`src/verilog/cpu_pkg.sv`:
```
// widths, opcodes, alu operations and stage payload structs for the cpu core
`default_nettype none

package cpu_pkg;

  localparam int XLEN = 64;
  localparam int INST_W = 32;
  localparam logic [XLEN-1:0] PC_START = 64'h0;

  // major opcodes of the supported subset
  localparam logic [6:0] OP_OP     = 7'h33;
  localparam logic [6:0] OP_IMM    = 7'h13;
  localparam logic [6:0] OP_LUI    = 7'h37;
  localparam logic [6:0] OP_LOAD   = 7'h03;
  localparam logic [6:0] OP_STORE  = 7'h23;
  localparam logic [6:0] OP_BRANCH = 7'h63;
  localparam logic [6:0] OP_JAL    = 7'h6f;
  localparam logic [6:0] OP_HALT   = 7'h6b;

  // funct3 values
  localparam logic [2:0] F3_ADD   = 3'd0;
  localparam logic [2:0] F3_XOR   = 3'd4;
  localparam logic [2:0] F3_OR    = 3'd6;
  localparam logic [2:0] F3_AND   = 3'd7;
  localparam logic [2:0] F3_BEQ   = 3'd0;
  localparam logic [2:0] F3_BNE   = 3'd1;
  localparam logic [2:0] F3_DWORD = 3'd3;

  typedef enum logic [2:0] {
    ALU_ADD, ALU_SUB, ALU_AND, ALU_OR, ALU_XOR, ALU_PASS_B
  } alu_op_t;

  typedef struct packed {
    logic [XLEN-1:0]   pc;
    logic [INST_W-1:0] inst;
  } if_to_id_t;

  typedef struct packed {
    logic [XLEN-1:0]   pc;
    logic [INST_W-1:0] inst;
    logic [4:0]        rs1;
    logic [4:0]        rs2;
    logic [4:0]        rd;
    logic [XLEN-1:0]   imm;
    alu_op_t           alu_op;
    logic              use_imm;
    logic              reg_wen;
    logic              is_load;
    logic              is_store;
    logic              is_beq;
    logic              is_bne;
    logic              is_jal;
    logic              is_halt;
  } id_to_ex_t;

  typedef struct packed {
    logic [XLEN-1:0]   pc;
    logic [INST_W-1:0] inst;
    logic [4:0]        rd;
    logic [XLEN-1:0]   alu_result;
    logic [XLEN-1:0]   store_data;
    logic              reg_wen;
    logic              is_load;
    logic              is_store;
  } ex_to_mem_t;

  typedef struct packed {
    logic [XLEN-1:0]   pc;
    logic [INST_W-1:0] inst;
    logic [4:0]        rd;
    logic [XLEN-1:0]   wdata;
    logic              reg_wen;
  } mem_to_wb_t;

  typedef struct packed {
    logic            valid;
    logic [4:0]      rd;
    logic [XLEN-1:0] data;
  } fwd_t;

  typedef struct packed {
    logic            taken;
    logic [XLEN-1:0] target;
  } bj_ctrl_t;

  // request of a memory port, size is log2 of the byte count
  typedef struct packed {
    logic [XLEN-1:0] addr;
    logic [XLEN-1:0] wdata;
    logic            write;
    logic [1:0]      size;
  } mem_req_t;

endpackage

`default_nettype wire
```
`src/verilog/id_stage.sv`:
```
// id_stage: instruction register, decode of the subset and immediate generation
`timescale 1ns/1ps
`default_nettype none

module id_stage import cpu_pkg::*; (
  input  logic      clock,
  input  logic      reset,
  input  logic      if_to_id_valid,
  input  if_to_id_t if_to_id,
  output logic      id_allowin,
  input  logic      flush,
  output logic      id_to_ex_valid,
  output id_to_ex_t id_to_ex,
  input  logic      ex_allowin
);

  logic              valid;
  if_to_id_t         q;
  logic [INST_W-1:0] i;
  logic [XLEN-1:0]   imm_i;
  logic [XLEN-1:0]   imm_s;
  logic [XLEN-1:0]   imm_b;
  logic [XLEN-1:0]   imm_u;
  logic [XLEN-1:0]   imm_j;

  assign i = q.inst;
  assign imm_i = {{52{i[31]}}, i[31:20]};
  assign imm_s = {{52{i[31]}}, i[31:25], i[11:7]};
  assign imm_b = {{51{i[31]}}, i[31], i[7], i[30:25], i[11:8], 1'b0};
  assign imm_u = {{32{i[31]}}, i[31:12], 12'b0};
  assign imm_j = {{43{i[31]}}, i[31], i[19:12], i[20], i[30:21], 1'b0};

  assign id_allowin = !valid || ex_allowin;
  assign id_to_ex_valid = valid && !flush;

  always_comb begin
    id_to_ex = '0;
    id_to_ex.pc = q.pc;
    id_to_ex.inst = i;
    id_to_ex.rs1 = i[19:15];
    id_to_ex.rs2 = i[24:20];
    id_to_ex.rd = i[11:7];
    id_to_ex.alu_op = ALU_ADD;
    // anything not matched below passes as a no-op
    case (i[6:0])
      OP_OP: begin
        id_to_ex.reg_wen = 1'b1;
        case (i[14:12])
          F3_ADD:  id_to_ex.alu_op = i[30] ? ALU_SUB : ALU_ADD;
          F3_XOR:  id_to_ex.alu_op = ALU_XOR;
          F3_OR:   id_to_ex.alu_op = ALU_OR;
          F3_AND:  id_to_ex.alu_op = ALU_AND;
          default: id_to_ex.reg_wen = 1'b0;
        endcase
      end
      OP_IMM: begin
        id_to_ex.reg_wen = i[14:12] == F3_ADD;
        id_to_ex.use_imm = 1'b1;
        id_to_ex.imm = imm_i;
      end
      OP_LUI: begin
        id_to_ex.reg_wen = 1'b1;
        id_to_ex.use_imm = 1'b1;
        id_to_ex.alu_op = ALU_PASS_B;
        id_to_ex.imm = imm_u;
      end
      OP_LOAD: begin
        id_to_ex.is_load = i[14:12] == F3_DWORD;
        id_to_ex.reg_wen = i[14:12] == F3_DWORD;
        id_to_ex.use_imm = 1'b1;
        id_to_ex.imm = imm_i;
      end
      OP_STORE: begin
        id_to_ex.is_store = i[14:12] == F3_DWORD;
        id_to_ex.use_imm = 1'b1;
        id_to_ex.imm = imm_s;
      end
      OP_BRANCH: begin
        id_to_ex.is_beq = i[14:12] == F3_BEQ;
        id_to_ex.is_bne = i[14:12] == F3_BNE;
        id_to_ex.imm = imm_b;
      end
      OP_JAL: begin
        id_to_ex.is_jal = 1'b1;
        id_to_ex.reg_wen = 1'b1;
        id_to_ex.imm = imm_j;
      end
      OP_HALT: id_to_ex.is_halt = 1'b1;
      default: ;
    endcase
  end

  always_ff @(posedge clock) begin
    if (reset || flush)
      valid <= 1'b0;
    else if (id_allowin)
      valid <= if_to_id_valid;
  end

  always_ff @(posedge clock) begin
    if (id_allowin && if_to_id_valid)
      q <= if_to_id;
  end

endmodule

`default_nettype wire

```
`config.mk`:
```
export PLATFORM = sky130hd
export DESIGN_NAME = id_stage
export DESIGN_NICKNAME = d
export VERILOG_FILES = /design/src/verilog/cpu_pkg.sv /design/src/verilog/id_stage.sv
export SDC_FILE = /design/constraint.sdc
export NUM_CORES = 1
export LEC_CHECK = 0
export BUFFER_PORTS_ARGS = -buffer_cell sky130_fd_sc_hd__buf_2
export CAP_MARGIN = 40
export CORE_ASPECT_RATIO = 0.6
export CORE_MARGIN = 5
export CORE_UTILIZATION = 37
export DETAILED_ROUTE_END_ITERATION = 6
export PLACE_DENSITY = 0.77
export SYNTH_ARGS = -nofsm -noshare
export SYNTH_HDL_FRONTEND = slang
export SYNTH_SLANG_ARGS = --single-unit
```
`constraint.sdc`:
```
create_clock -name clock -period 3.1 [get_ports clock]
set_clock_uncertainty 0.2 [all_clocks]
set_input_delay 0.155 -clock clock [delete_from_list [all_inputs] [get_ports clock]]
set_output_delay 0.155 -clock clock [all_outputs]
set_load 0.1 [all_outputs]
```
## Word level (Yosys, flattened, before mapping)

Index checks and enable logic that the tools add are counted.

| word-level totals | value |
|---|---|
| flip-flop bits (word level) | 97 |
| bits of input ports | 101 |
| output and inout port bits | 188 |
| logic and storage cells | 39 |

| cells by class | value |
|---|---|
| equality and inequality tests | 13 |
| multiplexer cells | 12 |
| reductions and logical operators | 11 |

Operators by type and width:

| cell | number |
|---|---|
| 64-bit case mux with 5 select lines | 1 |
| 7-bit by 6-bit equality test with 1-bit output (second input constant) | 3 |
| 7-bit equality test (second input constant) | 3 |
| 3-bit case mux with 4 select lines | 1 |
| 3-bit equality test (second input constant) | 3 |
| 4-bit OR reduction | 2 |
| 7-bit by 2-bit equality test with 1-bit output (second input constant) | 1 |
| 7-bit by 5-bit equality test with 1-bit output (second input constant) | 1 |
| 1-bit 2-to-1 mux | 7 |
| 3-bit case mux with 2 select lines | 1 |
| 1-bit case mux with 4 select lines | 1 |
| 2-bit OR reduction | 2 |
| 3-bit by 1-bit equality test with 1-bit output (second input constant) | 1 |
| 3-bit by 2-bit equality test with 1-bit output (second input constant) | 1 |
| 3-bit zero test | 1 |
| 1-bit logical AND | 2 |
| 1-bit zero test | 2 |
| 1-bit logical OR | 2 |
| 2-bit 2-to-1 mux | 1 |

## Logic depth before layout (Yosys ltp)

| logic depth | value |
|---|---|
| word-level depth | 4 |
| depth in mapped cells | 7 |

## Worst setup path after synthesis

OpenSTA, ideal clock, no wires.

| path | value |
|---|---|
| path type | register -> output |
| start | reg q (netlist bit i[0]) |
| end | out id_to_ex[2] in the netlist's numbering |
| arrival time | 4.601 ns |
| data required time | 2.745 ns |
| path slack | -1.856 ns |
| stages on the path, launching flop included | 4 |
| buffers on the path | 0 |
| path through | edfxtp_1 > and4bb_4 > nand3_1 > nor4b_1 |

RTL lines:

| item | line | text |
|---|---|---|
| start: declaration | id_stage.sv:18 | `if_to_id_t q;` |
| start signal: assignment | id_stage.sv:102 | `q <= if_to_id;` |
| end: declaration | id_stage.sv:13 | `output id_to_ex_t id_to_ex,` |

==> metrics.cfg <==
[outcome]
outcome = completed

[worst_setup_path]
timing.rr.end = i[22]
cpLargestDelayFamily = compound AO/OA/AOI/OAI gates
timing.critical_path.buf_inv = 1
critical_path_required_ps = 2740
reg2regPathDepth = 3
timing.rr.start = valid
r2r_setup_slack_ps = 1130
crit_path_end_kind = output port
number_of_gates_on_the_worst_path_with_buffers_counted = 4
critPathMaxStageDelay_ps = 570
crit_path_start_kind = flop
worstSetupPathType = reg2out
cp-endpoint = id_to_ex[70]
arrival_ps = 2540
worstSetupStartpoint = i[4]
cp_cell_sequence = nand4b_1 -> a2bb2o_4 -> o21a_4 -> buf_2
worst-path-max-fanout = 33
critPathSlowestCell = edfxtp_1

[global_routing]
initial_antenna_violation_count = 0
grt.total_usage = 0.201
gr-usage-met1 = 0.216
grt_first_pass_wirelength_um = 20000
grt_start_max_net_pins = 53
first_global_vias = 3586
busiest_layer = met2
globalRouteMet2Util = 0.361
gr-usage-met3 = 0.0912
grt_overflow_total = 0

[detailed_routing]
post-route-drc-count = 0
drt_iter0_drc = 158
routed_wirelength_um = 13600
drtAntennaViolNets = 0
drt_pre_antenna_iters = 4
vias = 3374
wl_per_cell_um = 18.6
average_via_count_per_standard_cell = 4.62

[floorplan]
dieArea_sq_um = 13000
die-width_um = 144
core-area_sq_um = 10500
num_rows = 29
initial_core_util = 0.377
boundaryPins = 289
die_h_um = 90.2

[finish]
fin_util = 0.622
seqCellArea_sq_um = 2900
multi_input_comb_area_sq_um = 699
final_net_count = 688
antenna_cells = 0
post_route_cells_drive_above_1_share = 0.551
stdcell_area_sq_um = 6550
area_growth_syn_to_layout_pct = 65.1
finalNonFillerCells = 731
final.fill_count = 815

[placed_design]
placed_cell_area_sq_um = 5260
placement.io_buffers = 288
gp_congestion = 0.807
post-place-cells = 617
dp_hpwl_um = 9110

[pwr]
p_comb_frac = 0.281
share_seq_of_total_power = 0.422
clock_power_share = 0.297
switching_power_mw = 1.44
p_leak_nw = 3.08
power-per-cell-area_nw_per_um2 = 574
internal_power_mw = 2.32
design_power_total_mw = 3.76
vdd.ir_drop.worst_mv = 0.374
netSwitchingFraction = 0.384

[timing]
finalCritPeriodShare = 0.933
final.setup.tns_ps = 0
rsz0062_at_grt = no
slew_violations = 0
timing.slew.headroom = 0.568
hold_violations = 0
finalSetupViolations = 0
period_needed_ps = 2890
maxClockFrequency_mhz = 346
tightestPinTransition_ps = 648

[logic_synthesis]
yosysTopAreaCellShare = 0.727
post_synthesis_instance_area_sq_um = 3970
post_synth.cell_area_avg_sq_um = 16.3
ys_seq_area_frac = 0.732
synth_area_leader_cell = edfxtp_1
synth-seq-cells = 97
synthTopCellsByArea = edfxtp_1, buf_4, a22o_1, a21o_1, and2_1
ys.flop_type = edfxtp_1
synth.net_count = 344
syn_inst = 243
synth_warnings = 0
synth-edff-count = 96
asyncSetResetFlopFracSynth = 0
yosys.cell_types.count = 44

[cts]
cts.root.buffer_cell = clkbuf_16
cts-buffers-inserted = 9
clk_pin_slew_ps = 80
cts.sinks = 97
h_tree_depth = 3
tritoncts = built
clk-insertion-delay-late_ps = 340
ctsLongestPathBuffers = 2

[hold_path]
min-delay-path-class = in2reg

[flow_run]
maxCapViolCount = 0

==> kinds of logic (layout without fill, tap and decap cells) <==
| kind of cell | Yosys count | after routing | share of synthesized area |
|---|---|---|---|
| AO/OA/AOI/OAI | 37 | 37 | 0.0773 |
| buffers and inverters | 61 | 410 | 0.111 |
| flip-flops | 97 | 97 | 0.732 |
| AND/OR/NAND/NOR | 47 | 47 | 0.0776 |
| multiplexers | 1 | 1 | 0.00252 |
==> registers in the layout, summed over array words and instances, names as in the netlist <==
name,count
id_to_ex,64
valid,1
i,32
==> what timing repair did <==
| item | 4_1_cts | 5_1_grt |
|---|---|---|
| endpoints found under the setup margin | 0 | 0 |
| hold buffers | 98 | 0 |
| endpoints found under the hold margin | 97 | 0 |
| setup buffers | 0 | 0 |
| gates resized for setup | 0 | 0 |
==> area by class of cell <==
cell class,instances,share of cell area
Sequential cell,97,0.443
Tap cell,139,0.0266
Clock inverter,7,0.0122
Timing Repair Buffer,390,0.374
Multi-Input combinational cell,85,0.107
Clock buffer,9,0.0344
Inverter,4,0.00229
==> power groups by stage <==
stage	clock network (mW)	registers, mW	logic (mW)
final	1.12	1.59	1.05
after global routing	1.20	1.59	1.08
after CTS	1.15	1.58	1.05
after detailed placement	0	1.61	0.953
after global placement	0	1.61	0.948
after floorplan	0	2.12	0.294
==> stage by stage <==
step	hold WS, ps	setup WS [ps]
global route	305	45.1
floorplan	27.8	-523
finish	293	208
detailed placement	133	576
global placement	123	685
CTS	278	201
==> cells in the mapped netlist (2+ instances only) <==
cell type,number
and2_1,8
edfxtp_1,96
buf_4,48
nor2_1,5
nand2b_1,2
nor3_1,3
o21a_1,2
buf_6,2
buf_2,2
o21ai_0,2
nand3_1,3
inv_1,4
nand2_1,5
a21o_1,8
nor3b_1,2
a22o_1,15
nor4_1,3
nor2b_1,2
a21oi_1,2
nand4b_1,2
and3b_1,2
clkbuf_1,3
==> layout by cell type, fill, tap and decap left out, types with 3 or more instances in the layout <==
cell type | Yosys | layout
buf_2 | 2 | 288
dlygate4sd3_1 | 0 | 98
buf_4 | 48 | 4
edfxtp_1 | 96 | 96
a22o_1 | 15 | 15
a21o_1 | 8 | 8
nand2_1 | 5 | 5
and2_1 | 8 | 7
nand3_1 | 3 | 3
inv_1 | 4 | 4
nor2_1 | 5 | 3
clkbuf_16 | 0 | 9
==> layer usage <==
layer | routed length (um) | vias to the layer above
li1 | - | 1560
met1 | 4840 | 1617
met2 | 6980 | 179
met3 | 1590 | 18
met4 | 187 | 0
met5 | 0 | -
==> worst min path at each step <==
stage                    from             to  cells after the start
4_1_cts        if_to_id_valid  id_to_ex[148]                      2
6_report       if_to_id_valid  id_to_ex[148]                      2
5_1_grt        if_to_id_valid  id_to_ex[148]                      2
3_5_place_dp            reset          valid                      2
2_1_floorplan           flush          valid                      1
3_3_place_gp            reset          valid                      2
No activity file was read; power rests on OpenSTA's default activity.
