$ cat src/verilog/cpu_pkg.sv
// widths, opcodes, alu operations and stage payload structs for the cpu core
`default_nettype none

package cpu_pkg;

  localparam int XLEN = 64;
  localparam int INST_W = 32;
  localparam logic [XLEN-1:0] PC_START = 64'h0;

  // major opcodes of the supported subset
  localparam logic [6:0] OP_OP     = 7'h33;
  localparam logic [6:0] OP_IMM    = 7'h13;
  localparam logic [6:0] OP_LUI    = 7'h37;
  localparam logic [6:0] OP_LOAD   = 7'h03;
  localparam logic [6:0] OP_STORE  = 7'h23;
  localparam logic [6:0] OP_BRANCH = 7'h63;
  localparam logic [6:0] OP_JAL    = 7'h6f;
  localparam logic [6:0] OP_HALT   = 7'h6b;

  // funct3 values
  localparam logic [2:0] F3_ADD   = 3'd0;
  localparam logic [2:0] F3_XOR   = 3'd4;
  localparam logic [2:0] F3_OR    = 3'd6;
  localparam logic [2:0] F3_AND   = 3'd7;
  localparam logic [2:0] F3_BEQ   = 3'd0;
  localparam logic [2:0] F3_BNE   = 3'd1;
  localparam logic [2:0] F3_DWORD = 3'd3;

  typedef enum logic [2:0] {
    ALU_ADD, ALU_SUB, ALU_AND, ALU_OR, ALU_XOR, ALU_PASS_B
  } alu_op_t;

  typedef struct packed {
    logic [XLEN-1:0]   pc;
    logic [INST_W-1:0] inst;
  } if_to_id_t;

  typedef struct packed {
    logic [XLEN-1:0]   pc;
    logic [INST_W-1:0] inst;
    logic [4:0]        rs1;
    logic [4:0]        rs2;
    logic [4:0]        rd;
    logic [XLEN-1:0]   imm;
    alu_op_t           alu_op;
    logic              use_imm;
    logic              reg_wen;
    logic              is_load;
    logic              is_store;
    logic              is_beq;
    logic              is_bne;
    logic              is_jal;
    logic              is_halt;
  } id_to_ex_t;

  typedef struct packed {
    logic [XLEN-1:0]   pc;
    logic [INST_W-1:0] inst;
    logic [4:0]        rd;
    logic [XLEN-1:0]   alu_result;
    logic [XLEN-1:0]   store_data;
    logic              reg_wen;
    logic              is_load;
    logic              is_store;
  } ex_to_mem_t;

  typedef struct packed {
    logic [XLEN-1:0]   pc;
    logic [INST_W-1:0] inst;
    logic [4:0]        rd;
    logic [XLEN-1:0]   wdata;
    logic              reg_wen;
  } mem_to_wb_t;

  typedef struct packed {
    logic            valid;
    logic [4:0]      rd;
    logic [XLEN-1:0] data;
  } fwd_t;

  typedef struct packed {
    logic            taken;
    logic [XLEN-1:0] target;
  } bj_ctrl_t;

  // request of a memory port, size is log2 of the byte count
  typedef struct packed {
    logic [XLEN-1:0] addr;
    logic [XLEN-1:0] wdata;
    logic            write;
    logic [1:0]      size;
  } mem_req_t;

endpackage

`default_nettype wire
$ cat src/verilog/ex_stage.sv
// ex_stage: operand forwarding, load-use stall, alu, branch and jump resolution
`timescale 1ns/1ps
`default_nettype none

module ex_stage import cpu_pkg::*; (
  input  logic            clock,
  input  logic            reset,
  input  logic            id_to_ex_valid,
  input  id_to_ex_t       id_to_ex,
  output logic            ex_allowin,
  output logic            ex_to_mem_valid,
  output ex_to_mem_t      ex_to_mem,
  input  logic            mem_allowin,
  input  fwd_t            mem_forward,
  input  fwd_t            wb_forward,
  output logic [4:0]      rs1_addr,
  output logic [4:0]      rs2_addr,
  input  logic [XLEN-1:0] rs1_data,
  input  logic [XLEN-1:0] rs2_data,
  output bj_ctrl_t        bj_ctrl,
  output logic            halt_seen
);

  logic            valid;
  id_to_ex_t       q;
  logic [XLEN-1:0] src1;
  logic [XLEN-1:0] src2;
  logic [XLEN-1:0] op_b;
  logic [XLEN-1:0] alu_out;
  logic            load_in_mem;
  logic [4:0]      load_rd;
  logic            stall;
  logic            fire;
  logic            eq;

  // youngest producer wins
  function automatic logic [XLEN-1:0] pick(input logic [4:0] rs, input logic [XLEN-1:0] rf,
                                           input fwd_t fm, input fwd_t fw);
    if (fm.valid && fm.rd == rs)
      return fm.data;
    if (fw.valid && fw.rd == rs)
      return fw.data;
    return rf;
  endfunction

  assign rs1_addr = q.rs1;
  assign rs2_addr = q.rs2;
  assign src1 = pick(q.rs1, rs1_data, mem_forward, wb_forward);
  assign src2 = pick(q.rs2, rs2_data, mem_forward, wb_forward);
  assign op_b = q.use_imm ? q.imm : src2;

  // load in mem whose data has not come back yet
  assign stall = load_in_mem && !mem_forward.valid && (load_rd == q.rs1 || load_rd == q.rs2);
  assign ex_allowin = !valid || (!stall && mem_allowin);
  assign ex_to_mem_valid = valid && !stall;
  assign fire = ex_to_mem_valid && mem_allowin;

  always_comb begin
    case (q.alu_op)
      ALU_SUB:    alu_out = src1 - op_b;
      ALU_AND:    alu_out = src1 & op_b;
      ALU_OR:     alu_out = src1 | op_b;
      ALU_XOR:    alu_out = src1 ^ op_b;
      ALU_PASS_B: alu_out = op_b;
      default:    alu_out = src1 + op_b;
    endcase
  end

  assign eq = src1 == src2;
  // halt also flushes so that nothing younger runs
  assign bj_ctrl.taken = fire && (q.is_jal || q.is_halt || (q.is_beq && eq) || (q.is_bne && !eq));
  assign bj_ctrl.target = q.pc + q.imm;
  assign halt_seen = fire && q.is_halt;

  assign ex_to_mem = '{pc: q.pc, inst: q.inst, rd: q.rd,
                       alu_result: q.is_jal ? q.pc + 64'd4 : alu_out,
                       store_data: src2, reg_wen: q.reg_wen,
                       is_load: q.is_load, is_store: q.is_store};

  always_ff @(posedge clock) begin
    if (reset) begin
      valid       <= 1'b0;
      load_in_mem <= 1'b0;
      load_rd     <= 5'd0;
    end else begin
      if (ex_allowin)
        valid <= id_to_ex_valid;
      // mirrors what mem holds after this edge
      if (mem_allowin) begin
        load_in_mem <= fire && q.is_load && q.rd != 5'd0;
        load_rd     <= q.rd;
      end
    end
  end

  always_ff @(posedge clock) begin
    if (ex_allowin && id_to_ex_valid)
      q <= id_to_ex;
  end

endmodule

`default_nettype wire

$ cat config.mk
export PLATFORM = sky130hd
export DESIGN_NAME = ex_stage
export DESIGN_NICKNAME = d
export VERILOG_FILES = /design/src/verilog/cpu_pkg.sv /design/src/verilog/ex_stage.sv
export SDC_FILE = /design/constraint.sdc
export NUM_CORES = 1
export LEC_CHECK = 0
export BUFFER_PORTS_ARGS = -buffer_cell sky130_fd_sc_hd__buf_4
export CAP_MARGIN = 25
export CORE_AREA = 2 2 295 297
export CTS_CLUSTER_DIAMETER = 80
export DETAILED_ROUTE_END_ITERATION = 6
export DIE_AREA = 0 0 297 299
export PLACE_DENSITY_LB_ADDON = 0.15
export SLEW_MARGIN = 20
export SYNTH_ARGS = -nofsm -noshare
export SYNTH_HDL_FRONTEND = slang
export SYNTH_SLANG_ARGS = --single-unit
$ cat constraint.sdc
create_clock -name clock -period 8.85 [get_ports clock]
set_clock_uncertainty 0.15 [all_clocks]
set_input_delay 0.4425 -clock clock [delete_from_list [all_inputs] [get_ports clock]]
set_output_delay 0.4425 -clock clock [all_outputs]
set_load 0.005 [all_outputs]
Word level (Yosys, flattened, before mapping)
Cells that the tools add are included.

Bits of input ports: 458. Output and inout port bits: 310. Logic and storage cells: 80. Register bits: 193.

Bitwise logic cells: 3. Muxes and demuxes: 17. Eq/ne operators: 12. Reduce and logical (&&, ||, !) cells: 26. $add $sub $neg: 4.

Operators with widths (count): $mux W64 (10); $pmux W64 S5 (1); $add A64 B64 Y64 (2); $add A64 B3 Y64 const B (1); $and A64 B64 Y64 (1); $eq A64 B64 Y1 (1); $or A64 B64 Y64 (1); $sub A64 B64 Y64 (1); $xor A64 B64 Y64 (1); $eq A5 B5 Y1 (6); $logic_and A1 B1 Y1 (16); $eq A3 B2 Y1 const B (2); $eq A3 B3 Y1 const B (2); $mux W1 (6); $logic_or A1 B1 Y1 (5); $reduce_bool A5 Y1 (1); $logic_not A1 Y1 (4); $eq A3 B1 Y1 const B (1).

Longest topological paths before layout
Gate-level depths: netlist of run 1.

Word-level depth: 11. Mapped depth: 30. Depth with buffers taken out: 25.

Worst setup path after synthesis of run 1
OpenSTA, ideal clock, no wires.

Path kind: register to output. Start: reg q, in the netlist rs2_addr[0]. End: out ex_to_mem[129] (netlist name). Path slack: 2070 ps. Path buffers: 5. Arrival: 6187 ps. Stages on the path, launching flop included: 30. Required time: 8257 ps. Path through: edfxtp_1 xnor2_1 nand4_1 or2_1 buf_6 buf_2 buf_4 buf_2 nor2_1 a21oi_1 o21ai_0 ha_1 nand3_1 nor2_1 nand2_1 nor3_1 a21oi_1 xnor2_1 ha_1 clkbuf_1 nand2_1 or3_1 o311ai_1 a41o_1 a211oi_1 o41a_1 o221ai_1 a311oi_1 mux2i_1 a221oi_1.

RTL lines: start: declaration (RTL line ex_stage.sv:25) `id_to_ex_t q;`; start signal: assignment (RTL line ex_stage.sv:98) `q <= id_to_ex;`; end: declaration (RTL line ex_stage.sv:12) `output ex_to_mem_t ex_to_mem,`.

==> results.json, run 1 <==
{
  "ys_warn_count": 0,
  "p_int_mw": 2.510,
  "cp_cell_sequence": "xnor2_1 > nand4_1 > buf_4 > buf_4 > nor3_1 > a31oi_1 > mux2i_2 > nand4_2 > nor4_4 > and2_1 > nand2_1 > o41ai_1 > xnor2_1 > ha_1 > a21oi_1 > o21ai_0 > or3_1 > a211oi_1 > o41a_1 > o221ai_1 > a311oi_1 > mux2i_1 > a221oi_1 > buf_4",
  "avgSynthCellArea_um2": 8.061,
  "post_drt_wl_per_cell_um": 30.33,
  "endpoint_kind": "primary output",
  "hpwl_mm": 132.9,
  "antenna_found_initial": 46,
  "swShare_pct": 45.44,
  "crit_type": "register to primary output",
  "start_kind": "register",
  "power.switching_mw": 2.090,
  "min_to": "load_rd[3]",
  "cpMostUsedCell": "buf_4",
  "cts.sinks": 193,
  "grtUsageMet2_pct": 50.03,
  "relSlewSlack_pct": 27.15,
  "powerDensity_nw_per_um2": 129.4,
  "clkPwrFrac_pct": 19.0,
  "ir_drop_mv": 0.1422,
  "fmax_mhz": 116.6,
  "yosysSeqAreaShare_pct": 21.39,
  "worstPathArrival_ns": 7.98,
  "dr.pass1.iters": 6,
  "power.share.combinational_pct": 55.8,
  "status": "finished clean",
  "hold_violations": 0,
  "placed_cell_area_um2": 32950,
  "use_met1_pct": 47.90,
  "worstHoldStart": "mem_allowin",
  "holdPathStages": 3,
  "seq_power_share_pct": 25.2,
  "r2r_slack_ns": 4.83,
  "synth_flop_cell": "edfxtp_1",
  "yosys.area_share.adder_pct": 12.12,
  "design_area_um2": 35550,
  "grt_pass1_wl_mm": 218.4,
  "grtUsageTotal_pct": 34.53,
  "power_leakage_nw": 15.06,
  "clk_latency_ns": 0.52,
  "synth_compound_area_share_pct": 23.45,
  "synthCells": 3320,
  "synth_top_family_by_area": "compound AO/OA/AOI/OAI gates",
  "drt_wl_total_mm": 160.1,
  "ys_seq_elements": 193,
  "synth_cell_types": 100,
  "gp_congestion": 1.001,
  "async_flop_share_pct": 0,
  "initial_core_util_pct": 31.14,
  "regToRegEndpoint": "q[72]",
  "design.die.area_um2": 88800,
  "clk_pin_slew_ns": 0.10,
  "rr_startpoint": "rs2_addr[0]",
  "numPortBuffers": 767,
  "core_um2": 85940,
  "r2r_cells": 9,
  "syn_area_um2": 26760,
  "required_ns": 8.26,
  "finalCritPeriodShare_pct": 96.89,
  "grt_pass1_vias": 27790,
  "gr-total-overflow": 0,
  "grt_max_degree": 90,
  "setup_viol": 0,
  "slowest_delay_ns": 0.60,
  "cts_max_path_buffers": 2,
  "synth_mux_area_share_pct": 6.905,
  "drc_errors": 0,
  "root_buffer": "clkbuf_16",
  "die_h_um": 299,
  "vias": 30040,
  "p_total_mw": 4.600,
  "grt-busiest-layer": "met2",
  "viasPerCell": 5.691,
  "synth_edf_count": 186,
  "nets": 4810,
  "final_max_slew_viol_count": 0,
  "tns_ns": 0,
  "rsz0062_at_grt": "no",
  "rows": 108,
  "cts_buffers": 17,
  "cp_slowest_cell": "edfxtp_1",
  "layout_min_cycle_time_ns": 8.575,
  "fillers": 8952,
  "syn-num-nets": 4036,
  "hp-class": "input port to register",
  "syn2layout_area_growth_pct": 32.84,
  "die_x_um": 297,
  "ant_nets": 0,
  "io_pins": 768,
  "path_max_fanout": 28,
  "cts_tree": "yes",
  "htreeDepth": 4,
  "worst-slew-pin-transition_ns": 1.083,
  "met3_usage_pct": 12.53,
  "cap_violations": 0,
  "drive_above_1_share_pct": 24.35,
  "synth_xor_area_share_pct": 10.75,
  "drt_iter0_drc": 3988,
  "synth_simple_gate_area_share_pct": 16.19
}
power by group through the flow:
stage	combinational (mW)	sequential, mW	clock, mW
global placement	2.43	1.17	0
detailed placement	2.42	1.17	0
floorplan	1.36	1.13	0
global route	2.73	1.16	0.906
CTS	2.50	1.15	0.885
finish	2.57	1.16	0.876
through the flow:
stage | setup WS (ns) | cells | util [%] | hold WS [ns]
final | 0.2754 | 5279 | 41.37 | 0.1459
after global routing | 0.01367 | 5270 | 41.34 | 0.1511
after CTS | 0.2254 | 5258 | 41.23 | 0.1228
after detailed placement | 0.8031 | 5038 | 38.34 | 0.3120
after global placement | 0.9343 | 5037 | 38.33 | 0.3103
after floorplan | 2.070 | 3320 | - | 0.2905
Yosys cell counts (all sizes together) (6+ instances only):
cell	n	area, µm²
o21ai	266	1343
nor2b	17	106.4
a2111oi	15	156.4
a21o	91	683.2
a41oi	6	52.55
a21oi	271	1356
clkbuf	111	416.7
and4	11	96.34
a31oi	79	553.0
or3	9	56.30
a41o	7	70.07
and2	18	112.6
nand4	55	365.3
a221oi	23	201.4
a221o	7	71.32
buf	185	1323
xnor2	229	2013
a211oi	66	505.5
or2	6	40.04
o22ai	27	168.9
mux2i	164	1788
nor4	18	142.6
o21a	10	75.07
and3	34	212.7
o211ai	14	105.1
o41ai	8	122.6
xor2	96	840.8
inv	192	720.7
dfxtp	7	140.1
edfxtp	186	5585
nand3	112	600.6
ha	256	3203
a21boi	6	48.80
nand2b	29	181.4
nor2	223	862.1
o21bai	32	240.2
nor3	79	416.7
nand2	273	1030
o31ai	16	120.1
worst max path at each step:
stage | startpoint | end | depth (start not counted)
after floorplan | rs2_addr[0] | ex_to_mem[129] | 29
after global placement | rs2_addr[4] | ex_to_mem[129] | 23
after detailed placement | rs2_addr[4] | ex_to_mem[129] | 23
after CTS | rs2_addr[4] | ex_to_mem[129] | 23
after global routing | rs2_addr[3] | ex_to_mem[124] | 25
final | rs2_addr[4] | ex_to_mem[129] | 24
state kept, by name, summed over array words and instances (netlist names):
register,cells
load_rd,5
rs2_addr,5
ex_to_mem,104
load_in_mem,1
q,72
valid,1
rs1_addr,5
layout make-up:
type	count	area [µm²]	share of cell area, %
multi-input cells	2638	18640	52.44
repair buffers	1051	8363	23.52
flip-flops and latches	193	5725	16.10
well taps	1155	1445	4.065
inverters	193	725.7	2.041
clock buffers	17	425.4	1.197
clock inverters	15	182.7	0.5138
diodes	17	42.54	0.1197
layer usage:
layer	share of wire (%)	vias to the layer above	routed length (µm)
li1	-	13540	-
met1	43	14540	69140
met2	42	1713	66630
met3	12	195	19980
met4	2.5	54	3995
met5	0.22	-	349
critical path: cells and delay by family (launching register included):
kind                     cells  cell delay (ns)
AO/OA/AOI/OAI                9             2.37
AND/OR/NAND/NOR              7             2.21
buffers and inverters        3             0.80
multiplexers                 2             0.71
flip-flops                   1             0.60
XOR/XNOR                     2             0.43
adder cells (fa/ha/maj)      1             0.30
cells by family (layout without fill, tap and decap cells):
family | after synthesis | after routing
AO/OA/AOI/OAI | 988 | 988
AND/OR/NAND/NOR | 897 | 897
buffers and inverters | 489 | 1276
XOR/XNOR | 326 | 326
adder cells (fa/ha/maj) | 258 | 258
flip-flops | 193 | 193
multiplexers | 169 | 169
other | 0 | 17
what timing repair did:
action,in CTS,in global routing
setup endpoints to repair,0,12
resized for setup,0,9
hold endpoints to repair,193,0
hold buffers,188,0
setup buffers,0,3
cell usage in the layout (no fill, tap or decap), types with 27 or more instances in the layout:
cell           instances
a211oi_1              63
a21o_1                91
a21oi_1              270
a31oi_1               71
and3_1                32
buf_4                859
dlygate4sd3_1        188
edfxtp_1             186
ha_1                 256
inv_1                188
mux2i_1              139
nand2_1              270
nand2b_1              29
nand3_1              104
nand4_1               53
nor2_1               217
nor3_1                76
o21ai_0              229
o21ai_1               34
o21bai_1              32
o22ai_1               27
xnor2_1              228
xor2_1                96
No activity file was read; power rests on OpenSTA's default activity.
==> run 2: changes to the inputs <==
--- a/config.mk
+++ b/config.mk
@@ -5,12 +5,12 @@
 export SDC_FILE = /design/constraint.sdc
 export NUM_CORES = 1
 export LEC_CHECK = 0
-export BUFFER_PORTS_ARGS = -buffer_cell sky130_fd_sc_hd__buf_4
 export CAP_MARGIN = 25
 export CORE_AREA = 2 2 295 297
-export CTS_CLUSTER_DIAMETER = 80
 export DETAILED_ROUTE_END_ITERATION = 6
 export DIE_AREA = 0 0 297 299
+export DONT_BUFFER_PORTS = 1
+export GPL_ROUTABILITY_DRIVEN = 0
 export PLACE_DENSITY_LB_ADDON = 0.15
 export SLEW_MARGIN = 20
 export SYNTH_ARGS = -nofsm -noshare
==> run 2 against run 1 <==
Net effect:
- first-iteration DRC count down 17%
- core utilization decreased by 6.4 points
- sequential power about the same
- critical path type unchanged
- critical endpoint unchanged
==> results.json, run 2 (synthesized netlist as in run 1, its figures left out) <==
{
  "holdPathStages": 3,
  "seq_power_share_pct": 28.1,
  "required_ns": 8.26,
  "powerDensity_nw_per_um2": 137.9,
  "gr-total-overflow": 0,
  "final_max_slew_viol_count": 0,
  "power_leakage_nw": 11.54,
  "rr_startpoint": "rs2_addr[0]",
  "antenna_found_initial": 38,
  "finalCritPeriodShare_pct": 97.36,
  "setup_viol": 0,
  "numPortBuffers": 0,
  "cts_max_path_buffers": 2,
  "min_to": "valid",
  "slowest_delay_ns": 0.82,
  "hp-class": "input port to register",
  "vias": 26950,
  "ir_drop_mv": 0.1646,
  "hold_violations": 0,
  "drt_wl_total_mm": 148.9,
  "power.share.combinational_pct": 51.3,
  "endpoint_kind": "primary output",
  "cap_violations": 0,
  "drc_errors": 0,
  "grt_max_degree": 179,
  "drt_iter0_drc": 3316,
  "dp_slack_ns": 0.6294,
  "r2r_cells": 9,
  "clk_latency_ns": 0.51,
  "grtUsageTotal_pct": 32.01,
  "p_int_mw": 2.214,
  "r2r_slack_ns": 5.06,
  "cp_slowest_cell": "and4_2",
  "drive_above_1_share_pct": 7.850,
  "worst_slack_ns": 0.2340,
  "ant_nets": 0,
  "grt_pass1_wl_mm": 201.9,
  "path_max_fanout": 24,
  "largest_reg_flops": 104,
  "io_pins": 768,
  "cts.sinks": 193,
  "fillers": 9160,
  "die_h_um": 299,
  "nets": 4079,
  "tns_ns": 0,
  "clk_pin_slew_ns": 0.09,
  "seq_area_um2": 5725,
  "post_drt_wl_per_cell_um": 32.76,
  "die_x_um": 297,
  "start_kind": "register",
  "grt_pass1_vias": 24950,
  "post_cts_buffers": 0,
  "syn2layout_area_growth_pct": 12.24,
  "worstPathArrival_ns": 8.02,
  "multiInputGateArea_um2": 18620,
  "hpwl_mm": 123.2,
  "power.switching_mw": 1.928,
  "initial_core_util_pct": 31.14,
  "cp_cell_sequence": "xnor2_1 > and4_2 > buf_4 > nand3_1 > a31oi_1 > mux2i_1 > nand4_1 > nor2_2 > and4_2 > a31oi_1 > xnor2_1 > ha_1 > a21o_1 > a21oi_1 > o21bai_1 > or3_1 > a211oi_1 > o41a_1 > o221ai_1 > a311oi_1 > mux2i_1 > a221oi_1 > buf_4",
  "layout_commonest_cell": "a21oi_1",
  "crit_family": "compound AO/OA/AOI/OAI gates",
  "crit_type": "register to primary output",
  "path_buf_inv": 2,
  "swShare_pct": 46.54,
  "fmax_mhz": 116.1,
  "status": "finished clean",
  "htreeDepth": 4,
  "cts_buffers": 17,
  "rows": 108,
  "worstHoldStart": "mem_allowin",
  "viasPerCell": 5.929,
  "cts_tree": "yes",
  "dr.pass1.iters": 6,
  "clkPwrFrac_pct": 20.6,
  "design.die.area_um2": 88800,
  "core_um2": 85940,
  "worst-slew-pin-transition_ns": 1.093,
  "rsz0062_at_grt": "no",
  "relSlewSlack_pct": 26.62,
  "layout.cells.most_common_list": "271 x a21oi_1, 270 x nand2_1, 256 x ha_1, 228 x xnor2_1, 228 x o21ai_0",
  "root_buffer": "clkbuf_16",
  "regToRegEndpoint": "q[63]",
  "layout_min_cycle_time_ns": 8.616
}
[run 2: cell types whose count changed in the layout (fill, tap and decap cells not counted), moves of 2 or more]
cell           before  now
mux2i_2            18   20
diode_2            17   14
buf_4             859  123
clkbuf_2            0    2
dlygate4sd3_1     188  190
buf_6               2    0
clkinv_2            2    0
o21ai_2             3    5
[run 2: power by group through the flow]
stage               Sequential (mW)  Clock [mW]  Combinational [mW]
floorplan                      1.13           0                1.36
global placement               1.18           0                2.00
detailed placement             1.18           0                1.99
CTS                            1.16       0.872                2.07
global route                   1.16       0.885                2.26
finish                         1.16       0.855                2.12
[run 2: worst max path at each step]
stage / start / depth (start not counted) / to / slack, ns
after global placement: rs2_addr[3] / 23 / ex_to_mem[129] / 0.67
final: rs2_addr[3] / 23 / ex_to_mem[129] / 0.23
after floorplan: rs2_addr[0] / 29 / ex_to_mem[129] / 2.07
after global routing: rs2_addr[3] / 23 / ex_to_mem[125] / 0.006
after detailed placement: rs2_addr[3] / 23 / ex_to_mem[128] / 0.63
after CTS: rs2_addr[3] / 23 / ex_to_mem[124] / 0.002
[run 2: per-layer routing]
layer  vias to the layer above  track usage (%)  routed length [µm]
met4                        44            9.271                4258
met3                       220            11.62               17660
met1                     13130            42.86               63270
li1                      12080                -                   -
met2                      1473            48.06               63340
met5                         -                0                 364
[run 2: metrics by stage]
stage	hold slack [ns]	area, µm²	util, %	cells	total power, mW
after floorplan	0.2905	26760	-	3320	2.495
after global placement	0.3077	27440	31.93	4302	3.181
after detailed placement	0.3103	27460	31.95	4305	3.169
after CTS	0.007466	29970	34.87	4527	4.104
after global routing	0.09535	30020	34.93	4536	4.313
final	0.06007	30040	34.95	4545	4.142
[run 2: layout make-up]
cell class	instances	share of cell area [%]
diodes	14	0.1166
clock buffers	18	1.429
clock inverters	14	0.6081
inverters	193	2.420
multi-input cells	2638	61.98
flip-flops and latches	193	19.06
well taps	1155	4.811
repair buffers	320	9.580
[run 2: timing repair]
| action | CTS | global route |
|---|---|---|
| hold buffers | 190 | 0 |
| resized for setup | 0 | 4 |
| hold endpoints to repair | 193 | 0 |
| endpoints found under the setup margin | 0 | 18 |
[run 2: worst reg2reg max path, stage by stage, from the launching register on]
cell and delay, ns:
edfxtp_1 0.51, xnor2_1 0.17, nand3_1 0.09, nor3_1 0.06
a31oi_1 0.26, o21ai_0 0.19, nand2_1 0.17, and2_4 0.46
buf_4 0.63, buf_4 0.71
